<file path="src/source/cpu_pkg.sv">
`default_nettype none

package cpu_pkg;

	// Primary opcodes of the supported subset
	typedef enum logic [5:0] {
		op_rtype = 6'h00,
		op_j     = 6'h02,
		op_beq   = 6'h04,
		op_addiu = 6'h09,
		op_ori   = 6'h0d,
		op_lui   = 6'h0f,
		op_lw    = 6'h23,
		op_sw    = 6'h2b
	} opcode_e;

	// R-type funct field
	typedef enum logic [5:0] {
		fn_addu = 6'h21,
		fn_subu = 6'h23,
		fn_and  = 6'h24,
		fn_or   = 6'h25,
		fn_slt  = 6'h2a
	} funct_e;

	typedef enum logic [2:0] {
		alu_add,
		alu_sub,
		alu_and,
		alu_or,
		alu_slt,
		alu_lui
	} alu_op_e;

	typedef enum logic {
		wb_alu,
		wb_mem
	} wb_sel_e;

	typedef enum logic [1:0] {
		npc_seq,
		npc_beq,
		npc_jump
	} npc_mode_e;

	typedef enum logic {
		load_im,
		load_dm
	} load_target_e;

	// Immediate is instr[15:0], jump target is instr[25:0]
	typedef struct packed {
		opcode_e    opcode;
		logic [4:0] rs;
		logic [4:0] rt;
		logic [4:0] rd;
		logic [4:0] shamt;
		funct_e     funct;
	} instr_t;

	typedef struct packed {
		alu_op_e   alu_op;
		logic      alu_src_imm;
		logic      rf_we;
		logic      rf_dst_rd;
		wb_sel_e   wb_sel;
		logic      dm_we;
		npc_mode_e npc_mode;
	} ctrl_t;

	// One loader beat, taken only while the core is stopped
	typedef struct packed {
		logic         valid;
		load_target_e target;
		logic [31:0]  addr;
		logic [31:0]  data;
	} load_t;

	typedef struct packed {
		logic [31:0] pc;
		instr_t      instr;
		logic        rf_we;
		logic [4:0]  rf_waddr;
		logic [31:0] rf_wdata;
		logic        dm_we;
		logic [31:0] dm_addr;
		logic [31:0] dm_wdata;
	} retire_t;

endpackage

`default_nettype wire

</file>
<file path="src/source/pc_unit.sv">
`timescale 1ns/1ps
`default_nettype none

module pc_unit import cpu_pkg::*; (
	input  logic        clk,
	input  logic        arst_n,
	input  logic        run,
	input  instr_t      instr,
	input  npc_mode_e   npc_mode,
	input  logic        equal,
	input  logic [31:0] imm_ext,
	output logic [31:0] pc
);

	logic [31:0] pc_plus4;
	logic [31:0] next_pc;

	assign pc_plus4 = pc + 32'd4;

	// Branch offset counts words from the delay-free next pc
	always_comb begin
		case (npc_mode)
			npc_beq: begin
				if (equal) begin
					next_pc = pc_plus4 + {imm_ext[29:0], 2'b00};
				end else begin
					next_pc = pc_plus4;
				end
			end
			npc_jump: next_pc = {pc_plus4[31:28], instr[25:0], 2'b00};
			default:  next_pc = pc_plus4;
		endcase
	end

	always_ff @(posedge clk or negedge arst_n) begin
		if (!arst_n) begin
			pc <= 32'd0;
		end else if (run) begin
			pc <= next_pc;
		end
	end

endmodule

`default_nettype wire

</file>
<file path="config.mk">
export PLATFORM = sky130hd
export DESIGN_NAME = pc_unit
export DESIGN_NICKNAME = d
export VERILOG_FILES = /design/src/source/cpu_pkg.sv /design/src/source/pc_unit.sv
export SDC_FILE = /design/constraint.sdc
export NUM_CORES = 1
export LEC_CHECK = 0
export BUFFER_PORTS_ARGS = -buffer_cell sky130_fd_sc_hd__buf_2
export CAP_MARGIN = 20
export CELL_PAD_IN_SITES_DETAIL_PLACEMENT = 1
export CELL_PAD_IN_SITES_GLOBAL_PLACEMENT = 2
export CORE_ASPECT_RATIO = 1.5
export CORE_MARGIN = 3
export CORE_UTILIZATION = 28
export DETAILED_ROUTE_END_ITERATION = 16
export PLACE_DENSITY = 0.84
export SKIP_CTS_REPAIR_TIMING = 1
export SLEW_MARGIN = 20
export SYNTH_ARGS = -nofsm -noshare
export SYNTH_HDL_FRONTEND = slang
export SYNTH_SLANG_ARGS = --single-unit
</file>
<file path="constraint.sdc">
create_clock -name clk -period 3.7 [get_ports clk]
set_input_delay 1.11 -clock clk [delete_from_list [all_inputs] [get_ports clk]]
set_output_delay 1.11 -clock clk [all_outputs]
set_load 0.02 [all_outputs]
</file>
---- After elaboration in Yosys (flattened, before gate mapping) ----
Index checks and enable logic that the tools add are counted.
storage, ports and cells
  memories kept ........................... 0
  bits in writable memories ............... 0
  bits of input ports ..................... 70
  register bits after elaboration ......... 32
  bits in read-only memories .............. 0
  output and inout port bits .............. 32
  bits in latches ......................... 0
cells by class
  shifts and indexed selects .............. 0
  order comparisons ....................... 0
  equal/unequal tests ..................... 2
  add/sub/neg operators ................... 2
  reductions and logical operators ........ 0
  div/mod/pow operators ................... 0
  multiply operators ...................... 0
  bitwise gates (word level) .............. 0
  mux-type cells .......................... 2
operators with widths
  cell                     count
  $pmux W32 S2             1
  $add A32 B3 Y32 const B  1
  $add A32 B32 Y32         1
  $mux W32                 1
  $eq A2 B1 Y1 const B     1
  $eq A2 B2 Y1 const B     1

---- Logic depth before layout (Yosys ltp) ----
Gate-level depths: netlist of run 1.
  word-level depth ........................ 4
  mapped depth ............................ 18
  depth with buffers taken out ............ 18

---- Worst setup path before layout of run 1 ----
OpenSTA, ideal clock, no wires.
  path type ............................... register to register
  from .................................... reg pc[3]
  to ...................................... reg pc[29]
  data required time ...................... 3.567 ns
  period minus slack after synthesis ...... 3.810 ns
  buffers on the path ..................... 0
  library setup time ...................... 0.133 ns
  arrival time ............................ 3.677 ns
  slack ................................... -0.110 ns
  stages on the path, launching flop included .. 17
  cell sequence ........................... dfrtp_1 -> ha_1 -> nand3_1 -> nor2_1 -> nand3_1 -> xnor2_1 -> ha_1 -> a21oi_1 -> o21ai_0 -> a221o_1 -> a21o_1 -> a41o_1 -> a211oi_2 -> o311ai_1 -> xor2_1 -> a22oi_1 -> a21oi_2
between the ends
  longest elaborated chain between the ends .. 4
RTL lines
  what                    line           source
  start, declared         pc_unit.sv:12  output logic [31:0] pc
  start signal, assigned  pc_unit.sv:39  pc <= next_pc;
  $add A32 B3 Y32 (*)     pc_unit.sv:18  assign pc_plus4 = pc + 32'd4;
  $add A32 B32 Y32        pc_unit.sv:25  next_pc = pc_plus4 + {imm_ext[29:0], 2'b00};
  $mux W32                pc_unit.sv:24  if (equal) begin
  $pmux W32 S2 (*)        pc_unit.sv:22  case (npc_mode)
Every way passes the cells marked *; elsewhere a longest branch is shown, timed or not.
A chain may end at the register's enable or synchronous reset.

---- Worst setup path in the final report of run 1 ----
  from .................................... reg pc[3]
  to ...................................... reg pc[31]
Same word-level chain as after synthesis.

==> results_dict.tcl, run 1 <==
set metrics [dict create \
    synth-seq-area-share_pct 18.4 \
    irDropWorstVdd_v 0.000215 \
    yosysWarnings 0 \
    cts_tree "built" \
    grt_usage_pct 21.2 \
    place_congestion 0.915 \
    die_area_mm2 0.0161 \
    grt_max_degree 33 \
    layout.nets 820 \
    largest_reg_flops 30 \
    hp-class "flip-flop to flip-flop" \
    max_freq_mhz 271 \
    wl_met2_um 9990 \
    dp_slack_ns -0.372 \
    setup_slack_ns 0.0133 \
    async_reset_ff_share_pct 100 \
    grt_pass1_wl_um 27400 \
    top_layer "met4" \
    biggestRegsByFlops "pc (30)" \
    crit_start "pc[3]" \
    dr.pass1.iters 4 \
    reg2reg_from "pc[3]" \
    regMostFlops "pc" \
    clock-sinks 30 \
    setup_viol 0 \
    power_density_mw_per_mm2 506 \
    worstHoldStart "pc[31]" \
    ys_types 71 \
    cp_max_fo 5 \
    period_share_pct 99.6 \
    drive_above_1_share_pct 40.4 \
    netlist_area_mm2 0.00407 \
    max-slew-margin-rel_pct 44.0 \
    clk_pin_slew_ns 0.06 \
    syn2layout_area_growth_pct 51.0 \
    grt_pass1_vias 5392 \
    port_buffers 91 \
    cts_made_buffers 5 \
    clock_latency_ns 0.29 \
    drt_iter0_drc 203 \
    met1Wirelength_um 6780 \
    hold_viol 0 \
    syn_inst 526 \
    core_area_mm2 0.0141 \
    ctsHtreeMaxLevel 2 \
    critPathRequiredTime_ns 3.86 \
    outcome "completed" \
    wirelength_um 17800 \
    worst_pin_slew_ns 0.840 \
    cts_buffer_depth 2 \
    ys_ff_latch 30 \
    cp-end-kind "flip-flop" \
    die_height_um 154 \
    root_buffer "clkbuf_16" \
    wl_met3_um 491 \
    start_util_pct 28.8 \
    wire_per_inst_um 19.7 \
    total_power_mw 3.11 \
    max_cap_viol_count 0 \
    ios 102 \
    p_leak_nw 2.87 \
    start_kind "flip-flop" \
    worstSetupPathType "flip-flop to flip-flop" \
    fillers 1743 \
    rows 53 \
    antenna_found_initial 0 \
    ant_nets 0 \
    min_period_ns 3.69 \
    die_x_um 104 \
    cp.arrival_ns 3.85 \
    via_count 4832 \
    synthFlopType "dfrtp_1" \
    dp_hpwl_um 13900 \
    synth_edf_count 0 \
    drc 0 \
    viasPerCell 5.35 \
    setup_tns_ns 0 \
    finalMaxSlewViolations 0 \
    finClkSkew_ns 0.00697 \
    n_antenna_cell 0 \
    syn_avg_cell_area_um2 7.74 \
    overflow 0 \
    rsz0062_at_grt "yes" \
]
-- final timing paths --
path / end / slack (ns) / depth (start not counted)
setup / recovery: pc[31] / 0.01 / 17
hold / removal: pc[31] / 0.59 / 2
setup reg to reg: pc[31] / 0.01 / 17
hold reg to reg: pc[31] / 0.59 / 2
max in group asynchronous: pc[9] / 2.19 / 1
min in group asynchronous: pc[3] / 0.92 / 1
-- metal layers --
metal / global-route usage (%) / vias up
li1: - / 2317
met1: 22.6 / 2374
met4: 10.1 / 0
met2: 41.3 / 111
met5: 0 / -
met3: 1.89 / 30
-- Yosys cell counts, types with 4 or more instances --
library cell  count  area (um2)
o21ai_0          25         125
a21o_1           19         143
o31ai_1           5        37.5
nor2_1           45         169
dfrtp_1          30         751
nand3_1          11        55.1
mux2i_1           4        40.0
a22o_1            6        52.6
xnor2_1          32         280
xor2_1           17         149
nand4_1          15        93.8
and2_1            5        31.3
o22ai_1           6        37.5
nor2b_1           9        56.3
nand2_1          63         236
ha_1             38         475
inv_1            16        60.1
a22oi_1           8        60.1
a221oi_1         10        87.6
and3_1            5        31.3
a21boi_0          7        52.6
o21a_1            4        30.0
a222oi_1          4        40.0
a21oi_1          36         180
nand3b_1          6        45.0
clkbuf_1         22        82.6
a31oi_1           6        37.5
nand2b_1          4        25.0
-- logic make-up after synthesis --
| logic type | Yosys count | share of synthesized area (%) |
|---|---|---|
| and+or+nand+nor | 179 | 21.8 |
| AOI/OAI and AO/OA | 178 | 30.9 |
| muxes | 4 | 0.983 |
| buffers and inverters | 45 | 4.67 |
| DFF | 30 | 18.4 |
| adders and majority gates | 39 | 12.2 |
| other | 1 | 0.0921 |
| xor gates and xnor gates | 50 | 10.9 |
-- stage by stage --
stage          util [%]  instances  hold slack (ns)  instance area (um2)
6_report           43.5        904            0.591                 6150
2_1_floorplan         -        527            0.605                 4090
5_1_grt            43.5        904            0.626                 6150
4_1_cts            40.0        894            0.578                 5650
3_3_place_gp       38.6        886            0.545                 5450
3_5_place_dp       38.6        886            0.563                 5450
-- power breakdown --
| group | internal [mW] | switching, mW | total [mW] | leakage (nW) |
|---|---|---|---|---|
| combinational | 0.941 | 1.06 | 2.00 | 2.42 |
| sequential | 0.407 | 0.119 | 0.526 | 0.352 |
| clock | 0.405 | 0.181 | 0.586 | 0.0971 |
| total | 1.75 | 1.36 | 3.11 | 2.87 |
-- worst max-delay path: stages (launching register included) --
cell and delay, ns:
dfrtp_2 0.40, buf_6 0.12, nand3_4 0.09, nor3_4 0.24, buf_6 0.17, nand3_4 0.09, xnor2_2 0.25, ha_4 0.26
a21o_1 0.21, a211oi_2 0.25, o31ai_4 0.15, o41ai_4 0.40, buf_4 0.19, o21ba_4 0.16, a31oi_4 0.09, xor2_1 0.22
a31oi_1 0.11, nand3b_1 0.17
-- placed cells by master, fill, tap and decap left out, types with 5 or more instances in the layout --
cell,synthesis,routed
dfrtp_2,0,8
nor2_1,45,41
ha_1,38,34
nand3b_1,6,6
a21oi_2,1,8
xnor2_1,32,22
nand3_1,11,7
a21boi_0,7,5
inv_1,16,16
nand2_1,63,62
xor2_1,17,16
buf_4,3,111
o22ai_1,6,5
a22oi_1,8,8
nor2b_1,9,8
clkbuf_16,0,5
a22o_1,6,6
o21ai_1,3,5
dfrtp_1,30,22
nand4_1,15,15
xnor2_2,0,9
buf_2,2,91
a221oi_1,10,9
o21ai_0,25,23
nand3_4,1,5
a21oi_1,36,29
a21o_1,19,19
-- cell type report --
cell class | instances | area, um2 | share of cell area [%]
inverters | 16 | 60.1 | 0.977
flip-flops and latches | 30 | 761 | 12.4
clock inverters | 2 | 60.1 | 0.977
well taps | 192 | 240 | 3.91
clock buffers | 6 | 139 | 2.26
repair buffers | 206 | 1330 | 21.7
multi-input cells | 452 | 3550 | 57.8
Note: power is estimated with default switching activity, not from simulation.
==> inputs of run 2 (changes only) <==
--- a/config.mk
+++ b/config.mk
@@ -13,7 +13,7 @@
 export CORE_MARGIN = 3
 export CORE_UTILIZATION = 28
 export DETAILED_ROUTE_END_ITERATION = 16
-export PLACE_DENSITY = 0.84
+export PLACE_DENSITY = 0.8
 export SKIP_CTS_REPAIR_TIMING = 1
 export SLEW_MARGIN = 20
 export SYNTH_ARGS = -nofsm -noshare
==> results_dict.tcl, run 2 (synthesized netlist as in run 1, its figures left out) <==
set metrics [dict create \
    dp_hpwl_um 14300 \
    grt_use_met3_pct 2.56 \
    place_congestion 0.888 \
    die_x_um 104 \
    viasPerCell 5.38 \
    outcome "completed" \
    final_cell_mix "122 x buf_4, 91 x buf_2, 62 x nand2_1" \
    reg2reg_depth 18 \
    regArea_um2 761 \
    r2r_slack_ns 0.009 \
    port_buffers 91 \
    layout.nets 834 \
    max_cap_viol_count 0 \
    start_util_pct 28.8 \
    drive_above_1_share_pct 42.7 \
    clk_pin_slew_ns 0.06 \
    worst_pin_slew_ns 0.937 \
    cp-end-kind "flip-flop" \
    largest_reg_flops 30 \
    via_count 4943 \
    cp-endpoint "pc[31]" \
    multi_input_area_mm2 0.00361 \
    grt_max_degree 41 \
    cts_made_buffers 5 \
    crit_start "pc[3]" \
    min_period_ns 3.69 \
    total_power_mw 3.16 \
    ios 102 \
    power_density_mw_per_mm2 500 \
    top_usage_layer "met2" \
    grtUsageMet2_pct 43.2 \
    dr.pass1.iters 4 \
    clock_latency_ns 0.29 \
    post-place-cells 890 \
    ctsHtreeMaxLevel 2 \
    grt_pass1_wl_um 27800 \
    cp_max_fo 3 \
    syn2layout_area_growth_pct 55.4 \
    overflow 0 \
    setup_slack_ns 0.00925 \
    biggestRegsByFlops "pc (30)" \
    dp_slack_ns -0.368 \
    hold_ws_ns 0.591 \
    hold_viol 0 \
    max_freq_mhz 271 \
    drt_iter0_drc 201 \
    period_share_pct 99.7 \
    irDropWorstVdd_v 0.000186 \
    p_leak_nw 2.94 \
    setup_tns_ns 0 \
    hp-class "flip-flop to flip-flop" \
    cts_tree "built" \
    worstSetupPathType "flip-flop to flip-flop" \
    reg2reg_to "pc[31]" \
    die_height_um 154 \
    rows 53 \
    core_area_mm2 0.0141 \
    rsz0062_at_grt "yes" \
    wirelength_um 18500 \
    wire_per_inst_um 20.2 \
    critPathRequiredTime_ns 3.86 \
    regMostFlops "pc" \
    instances_no_fill 918 \
    ant_nets 0 \
    finClkSkew_ns 0.00640 \
    reg2reg_from "pc[3]" \
    grt_usage_pct 21.7 \
    place_area_mm2 0.00549 \
    fillers 1744 \
    grt_pass1_vias 5406 \
    clock-sinks 30 \
    fin_area_mm2 0.00633 \
    cp.arrival_ns 3.85 \
    setup_viol 0 \
    met1_usage_pct 22.2 \
    root_buffer "clkbuf_16" \
    antenna_found_initial 0 \
    cts_buffer_depth 2 \
    n_antenna_cell 0 \
    finalMaxSlewViolations 0 \
    post-route-util_pct 44.8 \
    start_kind "flip-flop" \
    drc 0 \
    final_common_cell "buf_4" \
    die_area_mm2 0.0161 \
    max-slew-margin-rel_pct 37.3 \
]
## run 2: final cells by class
type                       count  area share, %
multi-input combinational    452           57.0
sequential                    30           12.0
inverter                      16          0.949
tap                          192           3.80
clock buffer                   6           2.19
timing repair buffer         220           23.1
clock inverter                 2          0.949
## run 2: how the worst min path moves through the flow
stage,from,end,cells after the start
after floorplan,pc[5],pc[5],1
final,pc[27],pc[27],2
after global placement,pc[5],pc[5],1
after global routing,pc[27],pc[27],2
after detailed placement,pc[5],pc[5],1
after CTS,pc[5],pc[5],1
## run 2: where the power goes
part,internal (mW),switching [mW],leakage [nW]
clock,0.405,0.180,0.0971
combinational,0.971,1.09,2.49
sequential,0.407,0.115,0.352
total,1.78,1.38,2.94
## run 2: metal layers
| metal | part of all wire [%] | wire (um) | vias up |
|---|---|---|---|
| met5 | 0 | 0 | - |
| met4 | 2.7 | 509 | 0 |
| met3 | 2.2 | 416 | 24 |
| met2 | 58 | 10700 | 96 |
| met1 | 37 | 6930 | 2473 |
| li1 | - | - | 2350 |
## run 2: critical path, cell delays in order (launching register included)
cell and delay (ns):
dfrtp_2 0.40, ha_4 0.16, nand3_4 0.09, nor2_4 0.14, buf_6 0.13, nand2_4 0.06, xnor2_2 0.14, ha_1 0.30
a21o_1 0.18, a21o_1 0.18, a211oi_2 0.30, o31ai_4 0.14, o41ai_2 0.40, buf_4 0.19, o21ba_4 0.17, a31oi_4 0.09
xor2_1 0.20, a31oi_1 0.11, nand3b_1 0.18
==> inputs of run 3 (changes only) <==
--- a/config.mk
+++ b/config.mk
@@ -14,6 +14,7 @@
 export CORE_UTILIZATION = 28
 export DETAILED_ROUTE_END_ITERATION = 16
 export PLACE_DENSITY = 0.8
+export REMOVE_ABC_BUFFERS = 1
 export SKIP_CTS_REPAIR_TIMING = 1
 export SLEW_MARGIN = 20
 export SYNTH_ARGS = -nofsm -noshare
==> results_dict.tcl, run 3 (synthesized netlist as in run 1, its figures left out) <==
set metrics [dict create \
    p_leak_nw 2.87 \
    place_area_mm2 0.00543 \
    regMostFlops "pc" \
    worstHoldStart "pc[27]" \
    clk_pin_slew_ns 0.06 \
    biggestRegsByFlops "pc (30)" \
    cp-end-kind "flip-flop" \
    max_cap_viol_count 0 \
    overflow 0 \
    setup_slack_ns -0.134 \
    crit_start "pc[3]" \
    violations "setup timing" \
    grt_pass1_vias 5300 \
    dr.pass1.iters 5 \
    worstSetupPathType "flip-flop to flip-flop" \
    cp.arrival_ns 4.00 \
    min_period_ns 3.83 \
    via_count 4936 \
    die_area_mm2 0.0161 \
    start_kind "flip-flop" \
    port_buffers 91 \
    rows 53 \
    met1_usage_pct 22.4 \
    core_area_mm2 0.0141 \
    die_height_um 154 \
    final_common_cell "buf_4" \
    period_share_pct 104 \
    final_cell_mix "116 x buf_4, 91 x buf_2, 62 x nand2_1" \
    cp_cell_sequence "ha_4, nand3_4, nor2_4, buf_6, nand4_1, xnor2_2, ha_1, nand4_1, nor2_1, a211oi_2, o31ai_4, o41ai_2, buf_4, o21ba_4, a31oi_4, xor2_2, buf_4, o211ai_1, nand3b_1" \
    grt_use_met3_pct 2.27 \
    irDropWorstVdd_v 0.000195 \
    clock-sinks 30 \
    die_x_um 104 \
    slowest_stage "dfrtp_1" \
    cp_max_fo 3 \
    cts_made_buffers 5 \
    instances_no_fill 911 \
    grt_pass1_wl_um 26400 \
    ctsHtreeMaxLevel 2 \
    max-slew-margin-rel_pct 44.9 \
    grtUsageMet2_pct 38.2 \
    cts_buffer_depth 2 \
    wire_per_inst_um 19.5 \
    finalMaxSlewViolations 0 \
    top_usage_layer "met2" \
    power_density_mw_per_mm2 486 \
    ant_nets 0 \
    wirelength_um 17800 \
    fillers 1734 \
    place_congestion 0.935 \
    clock_latency_ns 0.29 \
    fin_area_mm2 0.00613 \
    outcome "finished, violations left" \
    drive_above_1_share_pct 40.1 \
    dp_slack_ns -0.344 \
    viasPerCell 5.42 \
    root_buffer "clkbuf_16" \
    drt_iter0_drc 232 \
    ios 102 \
    total_power_mw 2.98 \
    post-place-cells 886 \
    regArea_um2 751 \
    hold_ws_ns 0.579 \
    critPathRequiredTime_ns 3.87 \
    rsz0062_at_grt "yes" \
    critPathBufInv 3 \
    largest_reg_flops 30 \
    cts_tree "built" \
    grt_max_degree 31 \
    antenna_found_initial 0 \
    n_antenna_cell 0 \
    hp-class "flip-flop to flip-flop" \
    worst_pin_slew_ns 0.826 \
    drc 0 \
    finClkSkew_ns 0.00611 \
    setup_viol 2 \
    critPathTopFamily "compound AO/OA/AOI/OAI gates" \
    dp_hpwl_um 13600 \
    layout.nets 827 \
    max_freq_mhz 261 \
    max_stage_delay_ns 0.41 \
    multi_input_area_mm2 0.00354 \
    reg2reg_from "pc[3]" \
    hold_viol 0 \
    start_util_pct 28.8 \
    grt_usage_pct 20.4 \
    syn2layout_area_growth_pct 50.6 \
]
[run 3: cell count changes in the layout (fill, tap and decap cells not counted), moves of 2 or more]
cell,previous run,this run
buf_4,122,116
nor2b_1,7,9
a21oi_2,8,10
bufinv_16,2,0
dfrtp_2,8,0
dfrtp_1,22,30
xnor2_4,3,1
nor2b_2,2,0
[run 3: final cells by class]
type | count | area share (%)
Clock buffer | 7 | 2.33
Clock inverter | 1 | 0.0816
Inverter | 16 | 0.980
Multi-Input combinational cell | 452 | 57.7
Sequential cell | 30 | 12.2
Tap cell | 192 | 3.92
Timing Repair Buffer | 213 | 22.7
[run 3: stage by stage]
stage          utilization, %  setup TNS (ns)
6_report                 43.4          -0.224
5_1_grt                  43.4           -1.83
4_1_cts                  39.5           -2.24
3_5_place_dp             38.4           -2.03
3_3_place_gp             38.4           -1.25
2_1_floorplan               -          -0.101
[run 3: worst min-delay path, cell delays in order, from the launching register on]
cell and delay (ns):
dfrtp_1 0.39, mux2i_1 0.09, o21ai_1 0.07
[run 3: worst paths after layout]
check | to | slack, ns | depth (start not counted)
hold / removal | pc[27] | 0.58 | 2
max in group asynchronous | pc[18] | 2.25 | 1
hold reg to reg | pc[27] | 0.58 | 2
min in group asynchronous | pc[6] | 0.91 | 1
setup / recovery | pc[31] | -0.13 | 19
setup reg to reg | pc[31] | -0.13 | 19
[run 3: routing by layer]
| metal | vias up | part of all wire [%] |
|---|---|---|
| met3 | 32 | 3.1 |
| li1 | 2334 | - |
| met4 | 0 | 2.9 |
| met5 | - | 0 |
| met2 | 112 | 55 |
| met1 | 2458 | 39 |
[run 3: report_power, final]
part           total (mW)  internal, mW  switching, mW
registers           0.519         0.403          0.117
logic                2.02         0.954           1.06
clock network       0.443         0.267          0.176
total                2.98          1.62           1.36
